[config.mk]
export PLATFORM = sky130hd
export DESIGN_NAME = decode_unit_top
export DESIGN_NICKNAME = d
export VERILOG_FILES = /design/src/rtl/decode_pkg.sv /design/src/rtl/imm_gen.sv /design/src/rtl/decode_stage.sv /design/src/rtl/decode_fifo.sv /design/src/rtl/sp_remap_stage.sv /design/src/rtl/decode_unit_top.sv
export SDC_FILE = /design/constraint.sdc
export NUM_CORES = 1
export LEC_CHECK = 0
export BUFFER_PORTS_ARGS = -buffer_cell sky130_fd_sc_hd__buf_2
export CAP_MARGIN = 5
export CORE_ASPECT_RATIO = 0.75
export CORE_MARGIN = 2
export CORE_UTILIZATION = 60
export DETAILED_ROUTE_END_ITERATION = 10
export GPL_TIMING_DRIVEN = 1
export PLACE_DENSITY_LB_ADDON = 0.3
export RECOVER_POWER = 25
export SKIP_CTS_REPAIR_TIMING = 1
export SYNTH_ARGS = -nofsm -noshare
export SYNTH_HDL_FRONTEND = slang
export SYNTH_SLANG_ARGS = --single-unit
[constraint.sdc]
create_clock -name clk -period 8.85 [get_ports clk]
set_clock_uncertainty 0.05 [all_clocks]
set_input_delay 0 -clock clk [delete_from_list [all_inputs] [get_ports clk]]
set_output_delay 0 -clock clk [all_outputs]
set_load 0.05 [all_outputs]
[src/rtl/decode_pkg.sv]
// Shared types for the decode pipeline: widths, opcodes, operation classes,
// the instruction field layout and the decoded operation record.
// Every RTL module imports this package in its header.

package decode_pkg;

	// ========================================================================
	// Widths and fixed register numbers
	// ========================================================================
	parameter int xlen = 64;
	parameter int reg_w = 6;
	parameter int word_w = 32;

	// Architectural stack pointer and its banked copies at 43..46
	parameter logic [reg_w-1:0] sp_reg = 31;
	parameter logic [reg_w-1:0] sp_bank_base = 42;
	// Link registers 41..43 for lk 1..3
	parameter logic [reg_w-1:0] link_base = 40;

	// ========================================================================
	// Encodings
	// ========================================================================
	typedef enum logic [6:0] {
		R2   = 7'h02,
		ADDI = 7'h04,
		ANDI = 7'h08,
		ORI  = 7'h09,
		JMP  = 7'h20,
		EXI  = 7'h30,
		LDB  = 7'h40,
		LDBU = 7'h41,
		LDW  = 7'h42,
		LDWU = 7'h43,
		LDT  = 7'h44,
		LDTU = 7'h45,
		LDO  = 7'h46,
		STB  = 7'h50,
		STW  = 7'h51,
		STT  = 7'h52,
		STO  = 7'h53
	} opcode_e;

	typedef enum logic [2:0] {alu, alu_imm, load, store, jump, nop} op_class_e;

	typedef enum logic [1:0] {byt, wyde, tetra, octa} mem_size_e;

	// ========================================================================
	// Instruction field layout
	// ========================================================================
	typedef struct packed {
		logic [5:0] func;
		logic [3:0] rsvd;
		logic [4:0] rb;
		logic [4:0] ra;
		logic [4:0] rt;
		opcode_e    opcode;
	} r_fmt_t;

	// Immediate ops, loads and stores; rt holds the store source
	typedef struct packed {
		logic [14:0] imm;
		logic [4:0]  ra;
		logic [4:0]  rt;
		opcode_e     opcode;
	} i_fmt_t;

	typedef struct packed {
		logic [22:0] tgt;
		logic [1:0]  lk;
		opcode_e     opcode;
	} j_fmt_t;

	// Extension prefix, upper immediate bits
	typedef struct packed {
		logic [24:0] upper;
		opcode_e     opcode;
	} x_fmt_t;

	typedef union packed {
		r_fmt_t r;
		i_fmt_t i;
		j_fmt_t j;
		x_fmt_t x;
	} instr_t;

	// Decoded operation as it travels down the pipeline
	typedef struct packed {
		op_class_e        op_class;
		logic [5:0]       func;
		logic [reg_w-1:0] ra;
		logic [reg_w-1:0] rb;
		logic [reg_w-1:0] rt;
		logic             rfwr;
		logic [xlen-1:0]  imm;
		mem_size_e        mem_size;
		logic             ldz;
	} decoded_op_t;

endpackage

[src/rtl/imm_gen.sv]
// Immediate builder for the decode stage.
// Pads the 15-bit field by opcode and widens it with a pending EXI prefix.

module imm_gen
	import decode_pkg::*;
(
	input  logic [word_w-1:0] word,
	input  logic [24:0]       prefix,
	input  logic              prefix_valid,
	output logic [xlen-1:0]   imm
);

	instr_t          iw;
	logic            has_field;
	logic [xlen-1:0] base;

	assign iw = word;

	always_comb
	begin
		has_field = 1'b1;
		case (iw.i.opcode)
			ADDI,
			LDB, LDBU, LDW, LDWU, LDT, LDTU, LDO,
			STB, STW, STT, STO:
				base = {{(xlen-15){iw.i.imm[14]}}, iw.i.imm};
			// Mask style immediate, upper bits pass through the AND
			ANDI:
				base = {{(xlen-15){1'b1}}, iw.i.imm};
			ORI:
				base = {{(xlen-15){1'b0}}, iw.i.imm};
			JMP:
			begin
				has_field = 1'b0;
				base = {{(xlen-23){iw.j.tgt[22]}}, iw.j.tgt};
			end
			default:
			begin
				has_field = 1'b0;
				base = '0;
			end
		endcase

		// Prefix supplies bits 39:15, sign taken from its top bit
		if (prefix_valid && has_field)
			imm = {{(xlen-40){prefix[24]}}, prefix, iw.i.imm};
		else
			imm = base;
	end

endmodule

[src/rtl/decode_stage.sv]
// Front stage of the decode pipeline.
// Absorbs EXI prefix words and registers one decoded operation per
// instruction word, handing it on over a valid/ready stream.

module decode_stage
	import decode_pkg::*;
(
	input  logic              clk,
	input  logic              arst_n,
	input  logic              in_valid,
	input  logic [word_w-1:0] in_word,
	output logic              in_ready,
	output logic              dec_valid,
	output decoded_op_t       dec_op,
	input  logic              dec_ready
);

	instr_t          iw;
	decoded_op_t     op_d;
	logic [24:0]     pfx_q;
	logic            pfx_v;
	logic [xlen-1:0] imm_d;
	logic            take_in;
	logic            is_prefix;

	assign iw = in_word;
	assign in_ready = !dec_valid || dec_ready;
	assign take_in = in_valid && in_ready;
	assign is_prefix = (iw.x.opcode == EXI);

	imm_gen u_imm (
		.word        (in_word),
		.prefix      (pfx_q),
		.prefix_valid(pfx_v),
		.imm         (imm_d)
	);

	// ========================================================================
	// Field decode
	// ========================================================================
	always_comb
	begin
		op_d = '0;
		op_d.op_class = nop;
		op_d.mem_size = octa;
		op_d.imm = imm_d;
		case (iw.r.opcode)
			R2:
			begin
				op_d.op_class = alu;
				op_d.func = iw.r.func;
				op_d.ra = reg_w'(iw.r.ra);
				op_d.rb = reg_w'(iw.r.rb);
				op_d.rt = reg_w'(iw.r.rt);
				op_d.rfwr = 1'b1;
			end
			ADDI, ANDI, ORI:
			begin
				op_d.op_class = alu_imm;
				op_d.ra = reg_w'(iw.i.ra);
				op_d.rt = reg_w'(iw.i.rt);
				op_d.rfwr = 1'b1;
			end
			LDB, LDBU, LDW, LDWU, LDT, LDTU, LDO:
			begin
				op_d.op_class = load;
				op_d.ra = reg_w'(iw.i.ra);
				op_d.rt = reg_w'(iw.i.rt);
				op_d.rfwr = 1'b1;
			end
			// Store data register rides in rt, nothing is written back
			STB, STW, STT, STO:
			begin
				op_d.op_class = store;
				op_d.ra = reg_w'(iw.i.ra);
				op_d.rt = reg_w'(iw.i.rt);
			end
			JMP:
			begin
				op_d.op_class = jump;
				if (iw.j.lk != 2'd0)
				begin
					op_d.rt = link_base + reg_w'(iw.j.lk);
					op_d.rfwr = 1'b1;
				end
			end
			default:
				;
		endcase

		case (iw.r.opcode)
			LDB, LDBU, STB:   op_d.mem_size = byt;
			LDW, LDWU, STW:   op_d.mem_size = wyde;
			LDT, LDTU, STT:   op_d.mem_size = tetra;
			default:          op_d.mem_size = octa;
		endcase
		op_d.ldz = (iw.r.opcode inside {LDBU, LDWU, LDTU});
	end

	// ========================================================================
	// Control and output registers
	// ========================================================================
	always_ff @(posedge clk or negedge arst_n)
	begin
		if (!arst_n)
		begin
			dec_valid <= 1'b0;
			pfx_v <= 1'b0;
		end
		else
		begin
			if (dec_valid && dec_ready)
				dec_valid <= 1'b0;
			if (take_in)
			begin
				if (is_prefix)
					pfx_v <= 1'b1;
				else
				begin
					dec_valid <= 1'b1;
					pfx_v <= 1'b0;
				end
			end
		end
	end

	always_ff @(posedge clk)
	begin
		if (take_in && is_prefix)
			pfx_q <= iw.x.upper;
		if (take_in && !is_prefix)
			dec_op <= op_d;
	end

	// Stalled output keeps both its valid and its payload
	a_dec_hold: assert property (@(posedge clk) disable iff (!arst_n)
		dec_valid && !dec_ready |=> dec_valid && $stable(dec_op));

endmodule

[src/rtl/decode_fifo.sv]
// Circular buffer of decoded operations between decode and remap.
// Depth comes from the top level; ready drops only when full.

module decode_fifo
	import decode_pkg::*;
#(
	parameter int depth = 4
)
(
	input  logic        clk,
	input  logic        arst_n,
	input  logic        wr_valid,
	input  decoded_op_t wr_op,
	output logic        wr_ready,
	output logic        rd_valid,
	output decoded_op_t rd_op,
	input  logic        rd_ready
);

	localparam int aw = (depth > 1) ? $clog2(depth) : 1;
	localparam int cw = $clog2(depth + 1);

	decoded_op_t   mem [depth];
	logic [aw-1:0] wr_ptr;
	logic [aw-1:0] rd_ptr;
	logic [cw-1:0] count;
	logic          do_wr;
	logic          do_rd;

	assign wr_ready = (count != cw'(depth));
	assign rd_valid = (count != '0);
	assign rd_op = mem[rd_ptr];
	assign do_wr = wr_valid && wr_ready;
	assign do_rd = rd_valid && rd_ready;

	always_ff @(posedge clk or negedge arst_n)
	begin
		if (!arst_n)
		begin
			wr_ptr <= '0;
			rd_ptr <= '0;
			count <= '0;
		end
		else
		begin
			if (do_wr)
				wr_ptr <= (wr_ptr == aw'(depth - 1)) ? '0 : wr_ptr + 1'b1;
			if (do_rd)
				rd_ptr <= (rd_ptr == aw'(depth - 1)) ? '0 : rd_ptr + 1'b1;
			case ({do_wr, do_rd})
				2'b10:   count <= count + 1'b1;
				2'b01:   count <= count - 1'b1;
				default: ;
			endcase
		end
	end

	always_ff @(posedge clk)
	begin
		if (do_wr)
			mem[wr_ptr] <= wr_op;
	end

	a_count_max: assert property (@(posedge clk) disable iff (!arst_n)
		count <= cw'(depth));

endmodule

[src/rtl/sp_remap_stage.sv]
// Output stage of the decode pipeline.
// Swaps register 31 for the banked stack pointer picked by sp_sel (1..4)
// and registers the operation toward the consumer.

module sp_remap_stage
	import decode_pkg::*;
(
	input  logic        clk,
	input  logic        arst_n,
	input  logic        op_valid,
	input  decoded_op_t op_in,
	output logic        op_ready,
	input  logic [2:0]  sp_sel,
	output logic        out_valid,
	output decoded_op_t out_op,
	input  logic        out_ready
);

	decoded_op_t op_m;
	logic        take;

	function automatic logic [reg_w-1:0] bank_reg(input logic [reg_w-1:0] r,
		input logic [2:0] sel);
		logic [reg_w-1:0] res;
		res = r;
		if (r == sp_reg && sel >= 3'd1 && sel <= 3'd4)
			res = sp_bank_base + reg_w'(sel);
		return res;
	endfunction

	assign op_ready = !out_valid || out_ready;
	assign take = op_valid && op_ready;

	always_comb
	begin
		op_m = op_in;
		op_m.ra = bank_reg(op_in.ra, sp_sel);
		op_m.rb = bank_reg(op_in.rb, sp_sel);
		op_m.rt = bank_reg(op_in.rt, sp_sel);
	end

	always_ff @(posedge clk or negedge arst_n)
	begin
		if (!arst_n)
			out_valid <= 1'b0;
		else if (take)
			out_valid <= 1'b1;
		else if (out_ready)
			out_valid <= 1'b0;
	end

	always_ff @(posedge clk)
	begin
		if (take)
			out_op <= op_m;
	end

endmodule

[src/rtl/decode_unit_top.sv]
// Decode unit: decode stage, operation FIFO and stack-pointer remap stage
// chained by valid/ready streams. Words in at the front, operations out.

module decode_unit_top
	import decode_pkg::*;
#(
	parameter int fifo_depth = 4
)
(
	input  logic              clk,
	input  logic              arst_n,
	input  logic              in_valid,
	input  logic [word_w-1:0] in_word,
	output logic              in_ready,
	input  logic [2:0]        sp_sel,
	output logic              out_valid,
	output decoded_op_t       out_op,
	input  logic              out_ready
);

	logic        dec_valid;
	logic        dec_ready;
	decoded_op_t dec_op;
	logic        fifo_valid;
	logic        fifo_ready;
	decoded_op_t fifo_op;

	decode_stage u_decode (
		.clk      (clk),
		.arst_n   (arst_n),
		.in_valid (in_valid),
		.in_word  (in_word),
		.in_ready (in_ready),
		.dec_valid(dec_valid),
		.dec_op   (dec_op),
		.dec_ready(dec_ready)
	);

	decode_fifo #(
		.depth(fifo_depth)
	) u_fifo (
		.clk     (clk),
		.arst_n  (arst_n),
		.wr_valid(dec_valid),
		.wr_op   (dec_op),
		.wr_ready(dec_ready),
		.rd_valid(fifo_valid),
		.rd_op   (fifo_op),
		.rd_ready(fifo_ready)
	);

	sp_remap_stage u_remap (
		.clk      (clk),
		.arst_n   (arst_n),
		.op_valid (fifo_valid),
		.op_in    (fifo_op),
		.op_ready (fifo_ready),
		.sp_sel   (sp_sel),
		.out_valid(out_valid),
		.out_op   (out_op),
		.out_ready(out_ready)
	);

endmodule

==> impl_metrics.csv, run 1 <==
group,metric,value,unit
placed_design,io_buffers,135,
routing,dr_total_vias,8087,
timing,grt_setup_unrepaired,"no",
critical_path,path_cells,"buf_4 -> mux4_2 -> and4_1 -> nand3_1 -> inv_2 -> a21boi_1",
pwr,switching_share,34.36,%
global_route,grt_pass1_wl,48560,µm
cts,cts_tree,"done",
yosys,async_flop_share,2.217,%
run_status,status,"finished, final reports clean",
routing,drt_iter0_markers,800,
global_route,grt_overflow,0,
routing,wl_per_cell,24.35,µm
yosys,ys_seq_area_share,79.78,%
routing,drc,0,
routing,routed_wl,32820,µm
timing,slew_viol_final,0,
floorplan,ios,136,
timing,setup_viol,0,
pwr,leakagePower,0.006703,µW
yosys,synth_top_area_share,78.30,%
floorplan,floorplan.rows,53,
cts,clk_latency,0.54,ns
cts,htree_levels,2,
yosys,synth-edff-count,441,
timing,hold_violations,0,
timing,post-route-min-period,3.165,ns
critical_path,crit_fanout,46,
yosys,syn-num-nets,840,
pwr,ir_drop,338.1,µV
final_layout,layout.nets,1010,
critical_path,r2r-start,"u_fifo.rd_ptr[0]",
critical_path,cp.required,9.18,ns
yosys,syn_inst,792,
floorplan,die_w,197.9,µm
global_route,grt_max_degree,74,
yosys,synth_top_area_cell,"edfxtp_1",
timing,period_share,35.76,%
critical_path,cp.arrival,3.50,ns
yosys,synth_area_leaders,"edfxtp_1 (78%), mux4_2 (9.2%), dfrtp_1 (1.5%)",
worst_hold_path,worstHoldStart,"sp_sel[2]",
yosys,synth_flop_cell,"edfxtp_1",
final_layout,area_growth,15.05,%
timing,setup_ws,5.685,ns
critical_path,critPathMaxStageDelay,1.06,ns
cts,root_buffer,"clkbuf_16",
pwr,p_clk_share,24.5,%
placed_design,gp_congestion,0.8025,
critical_path,timing.critical_path.from,"u_fifo.rd_ptr[0]",
flow_run,maxCapViolations,0,
yosys,yosysWarnings,0,
timing,relSlewSlack,27.35,%
floorplan,start_util,60.72,%
timing,fmax,0.3159,GHz
final_layout,final_design_area_no_fill,19460,µm²
placed_design,placed_cell_area,17790,µm²
critical_path,criticalPathCategory,"flop to flop",
final_layout,antenna_cells,0,
cts,clock-sinks,451,
critical_path,end_kind,"flop",
floorplan,coreArea,27850,µm²
routing,avgViaCountPerCell,5.999,
routing,drt-pass1-iter-count,5,
critical_path,critPathLaunchType,"flop",
critical_path,cp_slowest_cell,"dfrtp_4",
pwr,power_density,358.7,nW/µm²
global_route,antenna_found_initial,1,
yosys,syn-mean-instance-area,21.35,µm²
routing,ant_nets,0,
yosys,synth-seq-cells,451,
cts,cts_buffers,42,
pwr,seqPwrFrac,47.0,%
placed_design,place_hpwl,19240,µm
pwr,p_switching,2398,µW
global_route,grt_pass1_vias,7957,
placed_design,dp_slack,5.726,ns
timing,tightest_slew,1.090,ns
pwr,p_int,4581,µW
yosys,synth.cell_area,16910,µm²
cts,cts_max_path_buffers,3,
worst_hold_path,hold_class,"input pin to flop",
pwr,p_comb_share,28.6,%
timing,setup_tns,0,ns
final_layout,layout-drive-gt1-share,26.94,%
yosys,ys_types,54,
global_route,grt_usage,22.69,%
floorplan,die_y,149.4,µm
cts,cts.clk_slew.worst_paths,0.06,ns
floorplan,die_area,29560,µm²
[power groups by stage]
| stage | Sequential (µW) | Clock [µW] | Combinational [µW] |
|---|---|---|---|
| 3_5_place_dp | 3320 | 0 | 1990 |
| 2_1_floorplan | 3800 | 0 | 1080 |
| 4_1_cts | 3290 | 1730 | 2010 |
| 6_report | 3280 | 1710 | 1990 |
| 5_1_grt | 3340 | 1820 | 2100 |
| 3_3_place_gp | 3300 | 0 | 1970 |
[synth_stat cells, types with 3 or more instances]
cell,number
edfxtp_1,441
mux4_2,69
buf_4,26
inv_1,23
and2_1,22
a31oi_1,21
a211oi_1,19
a22o_1,15
buf_2,15
clkbuf_1,13
o21a_1,11
dfrtp_1,10
o211ai_1,9
ha_1,8
nand2_1,8
nor2_1,8
mux2_1,5
o21ai_0,5
a21oi_1,4
nand3_1,4
a21o_1,3
and4_1,3
buf_1,3
mux2_2,3
nand3b_1,3
nor3b_1,3
[final cells by class]
type	instances	area [µm²]
clock buffers	45	1062
multi-input cells	256	2995
inverters	26	97.59
repair buffers	185	1120
flip-flops and latches	451	13500
clock inverters	28	237.7
well taps	357	446.7
fillers	1674	8394
[state kept, by name (all words and copies together) (netlist names), 2 cells and up]
name             flops
u_decode.dec_op     69
u_fifo.rd_ptr        2
u_decode.pfx_q      25
u_fifo.count         3
u_fifo.wr_ptr        2
u_remap.out_op      71
u_fifo.mem         276
[worst paths after layout]
kind                       slack, ns            endpoint  depth (start not counted)
max                             5.68  u_remap.out_op[81]                          6
min                             0.08  u_remap.out_op[83]                          3
max reg2reg                     5.68  u_remap.out_op[81]                          6
min reg2reg                     0.44   u_fifo.mem[0][31]                          0
max in group asynchronous       7.83    u_fifo.rd_ptr[0]                          3
min in group asynchronous       0.50    u_fifo.rd_ptr[0]                          3
[per-layer routing]
| layer | global-route usage (%) | vias to the layer above | part of all wire [%] |
|---|---|---|---|
| li1 | - | 3555 | - |
| met1 | 33.68 | 4102 | 41 |
| met2 | 34.72 | 374 | 48 |
| met3 | 4.725 | 54 | 8.8 |
| met4 | 7.030 | 2 | 2.1 |
| met5 | 0 | - | 0.046 |
[stage by stage]
step / hold WS, ns / std cells / util (%) / total power, µW
after floorplan: -0.3456 / 792 / - / 4883
after global placement: -0.1620 / 1235 / 63.87 / 5273
after detailed placement: -0.1570 / 1235 / 63.87 / 5311
after CTS: -0.7332 / 1308 / 68.54 / 7032
after global routing: 0.1019 / 1348 / 69.86 / 7262
final: 0.08412 / 1348 / 69.86 / 6978
[cell usage in the layout (no fill, tap or decap), types with 7 or more instances in the layout]
cell,count
a211oi_1,19
a22o_1,15
a31oi_1,21
and2_1,18
buf_2,110
buf_4,10
clkbuf_1,28
clkbuf_16,42
clkinv_1,14
dfrtp_1,8
dlygate4sd3_1,40
edfxtp_1,441
ha_1,8
inv_1,23
mux4_2,69
nand2_1,8
nor2_1,7
o211ai_1,9
o21a_1,11
[cells by family after synthesis]
logic type / share of synthesized area, %
simple gates: 2.486
compound gates: 4.187
mux: 10.02
buf+inv: 2.663
xor+xnor: 0.1554
fa+ha+maj: 0.7102
flops: 79.78
[worst max-delay path, delay by kind of cell, from the launching register on]
kind                   cells  cell delay [ns]
buffers and inverters      2             0.68
AO/OA/AOI/OAI              1             0.18
multiplexers               1             0.61
AND/OR/NAND/NOR            2             0.40
flip-flops                 1             1.06
No activity file was read; power rests on OpenSTA's default activity.
==> run 2, diff against run 1 <==
Settings changed: CORE_UTILIZATION 60 to 59.
Clock period 8.85 ns to 3.05 ns, I/O delays scaled along.
==> run 2 against run 1 <==
Net effect:
- final area increased by 0.50%
- total power grew to 2.9 times the previous value
- count of clock-buffer cells in the layout up 8
- setup slack worse by 5.0 ns
- non-clock buffer count is 13 higher
- clock power grew to 2.8 times the previous value
- worst hold slack got worse by 0.033 ns
- flip-flop and latch count stayed put
- core utilization shrank 0.31 points
- die area rose by 1.7%
- global-route usage is 0.10 points lower
==> impl_metrics.csv, run 2 (synthesis results as in run 1) <==
group,metric,value,unit
timing,fmax,0.4258,GHz
global_route,top_usage_layer,"met2",
routing,wl_per_cell,23.82,µm
placed_design,io_buffers,135,
cts,cts.clk_slew.worst_paths,0.06,ns
timing,setup_tns,0,ns
floorplan,ios,136,
final_layout,top_regs,"u_fifo.mem x276, u_remap.out_op x71, u_decode.dec_op x69",
floorplan,coreArea,28120,µm²
timing,setup_viol,0,
critical_path,end_kind,"flop",
global_route,grt_use_met3,5.063,%
cts,root_buffer,"clkbuf_16",
pwr,p_comb_share,29.8,%
global_route,antenna_found_initial,0,
final_layout,multiInputGateArea,2995,µm²
run_status,status,"finished, final reports clean",
floorplan,start_util,60.15,%
critical_path,crit_fanout,25,
global_route,gr-usage-met2,34.60,%
final_layout,final_design_area_no_fill,19560,µm²
pwr,leakagePower,0.006749,µW
cts,htree_levels,2,
pwr,p_int,13240,µW
final_layout,area_growth,15.62,%
global_route,grtUsageMet1,33.54,%
flow_run,maxCapViolations,0,
final_layout,register_area,13500,µm²
timing,relSlewSlack,36.42,%
pwr,p_switching,6931,µW
routing,dr_total_vias,8233,
timing,hold_violations,0,
final_layout,layout-drive-gt1-share,27.54,%
global_route,grt_pass1_vias,7949,
pwr,switching_share,34.36,%
routing,drt_iter0_markers,853,
final_layout,final_cell_mix,"edfxtp_1 (441), buf_2 (110), mux4_2 (69)",
final_layout,largest_register_ff_count,276,
cts,clock-sinks,451,
placed_design,placed_cell_area,17940,µm²
floorplan,floorplan.rows,53,
global_route,grt_max_degree,42,
critical_path,criticalPathCategory,"input pin to flop",
final_layout,fill_cells,1788,
timing,period_share,77.01,%
pwr,p_clk_share,23.8,%
floorplan,die_y,150.6,µm
final_layout,largest-register,"u_fifo.mem",
final_layout,mostFrequentLayoutCell,"edfxtp_1",
routing,drt-pass1-iter-count,7,
critical_path,cp.required,3.28,ns
routing,routed_wl,33040,µm
critical_path,cp_slowest_cell,"dlygate4sd3_1",
placed_design,gp_congestion,0.8243,
pwr,power_density,1032,nW/µm²
timing,tightest_slew,0.9537,ns
critical_path,critPathMaxStageDelay,0.56,ns
global_route,grt_pass1_wl,48900,µm
cts,cts_buffers,42,
routing,drc,0,
pwr,finalPower,20170,µW
critical_path,critPathLaunchType,"input pin",
final_layout,antenna_cells,0,
floorplan,die_w,199.5,µm
placed_design,place_hpwl,20220,µm
worst_hold_path,hold_class,"input pin to flop",
critical_path,r2r_slack,0.79,ns
timing,post-route-min-period,2.349,ns
global_route,grt_usage,22.59,%
cts,cts_max_path_buffers,3,
critical_path,cp.arrival,2.58,ns
cts,cts_tree,"done",
timing,grt_setup_unrepaired,"no",
routing,avgViaCountPerCell,5.936,
pwr,ir_drop,810.4,µV
critical_path,path_cells,"dlygate4sd3_1 -> buf_2 -> nor4b_1 -> o2bb2a_4 -> a21o_1 -> mux2_1",
routing,ant_nets,0,
floorplan,die_area,30050,µm²
timing,slew_viol_final,0,
final_layout,layout.nets,1023,
global_route,grt_overflow,0,
cts,clk_latency,0.54,ns
pwr,seqPwrFrac,46.4,%
-- run 2: routing by layer --
| layer | vias up | wire length (µm) |
|---|---|---|
| met3 | 47 | 2677 |
| met1 | 4233 | 14180 |
| met2 | 374 | 15630 |
| met5 | - | 0 |
| met4 | 0 | 559 |
| li1 | 3579 | - |
-- run 2: per-stage QoR --
stage | util (%) | setup slack, ns | std cells | hold slack (ns)
2_1_floorplan | - | -0.1703 | 792 | -0.3456
3_3_place_gp | 63.80 | 0.8025 | 1275 | -0.1575
3_5_place_dp | 63.80 | 0.7679 | 1275 | -0.1581
4_1_cts | 68.20 | 0.7624 | 1346 | -0.7323
5_1_grt | 69.55 | 0.6320 | 1387 | 0.04399
6_report | 69.55 | 0.7012 | 1387 | 0.05062
-- run 2: final timing paths --
check	start	to	cells after the start
worst max-delay path	in_word[2]	u_decode.dec_op[18]	6
worst min-delay path	sp_sel[2]	u_remap.out_op[70]	4
worst max register to register	u_fifo.rd_ptr[0]	u_remap.out_op[72]	4
worst min register to register	u_decode.dec_op[78]	u_fifo.mem[1][78]	0
max in group asynchronous	arst_n	u_fifo.rd_ptr[0]	3
min in group asynchronous	arst_n	u_decode.pfx_v	3
-- run 2: cell type report --
cell class	count	area share, %
repair buffers	198	6.366
inverters	26	0.4991
multi-input cells	256	15.32
clock inverters	18	0.5823
clock buffers	53	5.746
flip-flops and latches	451	69.03
well taps	385	2.463
-- run 2: worst max-delay path: cells and delay by family --
kind / cells / cell delay (ns)
buffers and inverters: 2 / 0.76
AOI/OAI and AO/OA: 2 / 0.82
muxes: 1 / 0.47
and+or+nand+nor: 1 / 0.51
-- run 2: power by group through the flow --
| stage | combinational (µW) | sequential, µW | clock, µW |
|---|---|---|---|
| 5_1_grt | 6360 | 9500 | 5110 |
| 2_1_floorplan | 3140 | 11000 | 0 |
| 6_report | 6010 | 9350 | 4800 |
| 3_3_place_gp | 5970 | 9400 | 0 |
| 3_5_place_dp | 6040 | 9460 | 0 |
| 4_1_cts | 6050 | 9360 | 4880 |
==> run 3, diff against run 2 <==
Settings changed: ABC_AREA from default to 1, CORE_UTILIZATION 59 to 54.
Clock period 3.05 ns to 2 ns, I/O delays scaled along.
==> run 3 against run 2 <==
Net effect:
- the run now ends with negative hold slack left
- die area rose by 11%
- routed wire length rose by 9.7%
- flip-flop and latch count stayed put
- clock power grew 53%
- non-clock buffer count up 6
- count of clock-buffer cells in the layout up 1
- sequential power increased by 56%
- via count up 25%
- critical endpoint is now u_remap.out_op[71]
- largest power group unchanged
==> impl_metrics.csv, run 3 <==
group,metric,value,unit
yosys,synth-seq-cells,451,
placed_design,place_hpwl,22140,µm
timing,grt_setup_unrepaired,"yes",
global_route,grt_max_degree,77,
cts,cts_max_path_buffers,3,
cts,root_buffer,"clkbuf_16",
critical_path,crit_buf_inv,1,
cts,clk_latency,0.53,ns
critical_path,criticalPathCategory,"flop to flop",
timing,post-route-min-period,1.906,ns
cts,clock-sinks,451,
floorplan,die_y,158.8,µm
yosys,synth-edff-count,441,
final_layout,layout.nets,1471,
yosys,synth.most_common_cell,"edfxtp_1",
critical_path,r2r-end,"u_remap.out_op[71]",
routing,routed_wl,36230,µm
yosys,yosysWarnings,0,
global_route,antenna_found_initial,0,
routing,drt-pass1-iter-count,5,
pwr,ir_drop,1186,µV
placed_design,io_buffers,135,
floorplan,ios,136,
flow_run,maxCapViolations,0,
critical_path,r2r-start,"u_fifo.rd_ptr[0]",
routing,avgViaCountPerCell,5.557,
cts,htree_levels,2,
routing,dr_total_vias,10320,
yosys,async_flop_share,2.217,%
final_layout,area_growth,16.66,%
placed_design,gp_congestion,0.8630,
critical_path,r2r_slack,0.09,ns
critical_path,crit_fanout,43,
floorplan,coreArea,31390,µm²
routing,drt_iter0_markers,1058,
yosys,synth.cell_area,17250,µm²
timing,period_share,95.28,%
timing,slew_viol_final,0,
cts,cts_buffers,42,
pwr,leakagePower,0.007502,µW
critical_path,critPathLaunchType,"flop",
run_status,status,"complete, but fails checks",
final_layout,top_regs,"u_fifo.mem x276, u_remap.out_op x71, u_decode.dec_op x69",
routing,wl_per_cell,19.51,µm
final_layout,largest_register_ff_count,276,
worst_hold_path,hold_class,"input pin to flop",
yosys,syn_inst,1256,
routing,drc,0,
timing,fmax,0.5248,GHz
yosys,ys_types,37,
yosys,synth_top_area_cell,"edfxtp_1",
floorplan,start_util,54.97,%
worst_hold_path,holdPathEnd,"u_decode.dec_op[2]",
pwr,finalPower,33240,µW
timing,tightest_slew,0.6162,ns
floorplan,die_w,210.4,µm
critical_path,critPathMaxStageDelay,0.45,ns
critical_path,path_common_cell,"nand2_1",
global_route,grt_pass1_wl,55090,µm
pwr,power_density,1652,nW/µm²
critical_path,path_delay_family,"simple AND/OR/NAND/NOR gates",
worst_hold_path,worst_hold_path.num_cells,4,
critical_path,path_cells,"buf_12 -> nor2_1 -> nor2_1 -> o21ai_0 -> and2_1 -> nor3_4 -> nand2_1 -> nand2_1 -> nand2_1",
timing,hold_violations,1,
timing,setup_tns,0,ns
yosys,synth_top_area_share,76.75,%
final_layout,antenna_cells,0,
timing,setup_viol,0,
yosys,synth_area_leaders,"edfxtp_1 (77%), o21ai_0 (4.0%), nand2_1 (3.7%)",
global_route,grt_overflow,0,
final_layout,largest-register,"u_fifo.mem",
final_layout,layout-drive-gt1-share,15.71,%
global_route,grt_usage,21.65,%
critical_path,end_kind,"flop",
run_status,violations,"negative hold slack",
cts,cts.clk_slew.worst_paths,0.06,ns
global_route,grt_pass1_vias,9756,
timing,relSlewSlack,58.92,%
critical_path,cp.arrival,2.14,ns
critical_path,cp.required,2.23,ns
yosys,synth_commonest_cells,"edfxtp_1 (441), nand2_1 (170), nor2_1 (164), o21ai_0 (137), inv_1 (69)",
final_layout,final_cell_mix,"edfxtp_1 (441), nand2_1 (169), nor2_1 (157)",
yosys,syn-mean-instance-area,13.74,µm²
routing,ant_nets,0,
floorplan,die_area,33410,µm²
worst_hold_path,worstHoldStart,"in_word[2]",
timing,timing.hold.ws,-0.01134,ns
yosys,syn-num-nets,1304,
yosys,ys_seq_area_share,78.20,%
yosys,synth_flop_cell,"edfxtp_1",
final_layout,mostFrequentLayoutCell,"edfxtp_1",
critical_path,ff2ff_path_depth,9,
floorplan,floorplan.rows,56,
critical_path,cp_slowest_cell,"dfrtp_4",
cts,cts_tree,"done",
==> run 3: per-layer routing <==
metal  GRT usage [%]  vias to the layer above  share of wire [%]
li1                -                     4810                  -
met2           33.73                      411                 47
met1           31.70                     5045                 44
met5               0                        -                  0
met3           3.758                       53                7.5
met4           6.370                        0                1.8
==> run 3: worst max-delay path by stage <==
stage                       from                  to  slack [ns]  depth (start not counted)
2_1_floorplan  u_remap.out_valid     u_fifo.count[2]       -1.19                          9
3_3_place_gp    u_fifo.rd_ptr[0]  u_remap.out_op[77]        0.17                          9
3_5_place_dp    u_fifo.rd_ptr[0]  u_remap.out_op[71]        0.07                          9
4_1_cts         u_fifo.rd_ptr[0]  u_remap.out_op[83]        0.07                          9
5_1_grt         u_fifo.rd_ptr[0]  u_remap.out_op[72]      -0.004                          9
6_report        u_fifo.rd_ptr[0]  u_remap.out_op[71]        0.09                          9
==> run 3: kinds of logic after synthesis <==
logic type      synth area share (%)
compound gates                 7.027
buf+inv                        4.097
flops                          78.20
simple gates                   9.877
fa+ha+maj                     0.6962
xor+xnor                      0.1015
==> run 3: cell type report <==
class,instances,area (µm²)
flip-flops and latches,451,13500
fillers,2239,11260
multi-input cells,650,3129
repair buffers,204,1455
clock buffers,54,1160
well taps,406,508.0
inverters,74,280.3
clock inverters,18,96.34
==> run 3: where the power goes <==
part	leakage [µW]	switching (µW)	internal, µW
sequential	0.00427	847	13700
combinational	0.00262	8650	2670
clock	0.000611	3180	4190
==> run 3: worst reg2reg max path, delay by kind of cell (launching register included) <==
kind / cells / cell delay (ns)
compound gates: 1 / 0.07
buf+inv: 1 / 0.21
flops: 1 / 0.45
simple gates: 7 / 0.87
==> run 3: through the flow <==
stage / utilization, % / cells / instance area (µm²) / hold WS (ns) / setup WS, ns
3_3_place_gp: 59.07 / 1751 / 18540 / -0.1612 / 0.1695
2_1_floorplan: - / 1256 / 17310 / -0.3456 / -1.195
5_1_grt: 64.12 / 1857 / 20130 / 0.006468 / -0.004263
3_5_place_dp: 59.07 / 1751 / 18540 / -0.1586 / 0.06854
6_report: 64.12 / 1857 / 20130 / -0.01134 / 0.09442
4_1_cts: 63.07 / 1823 / 19800 / -0.7220 / 0.06726
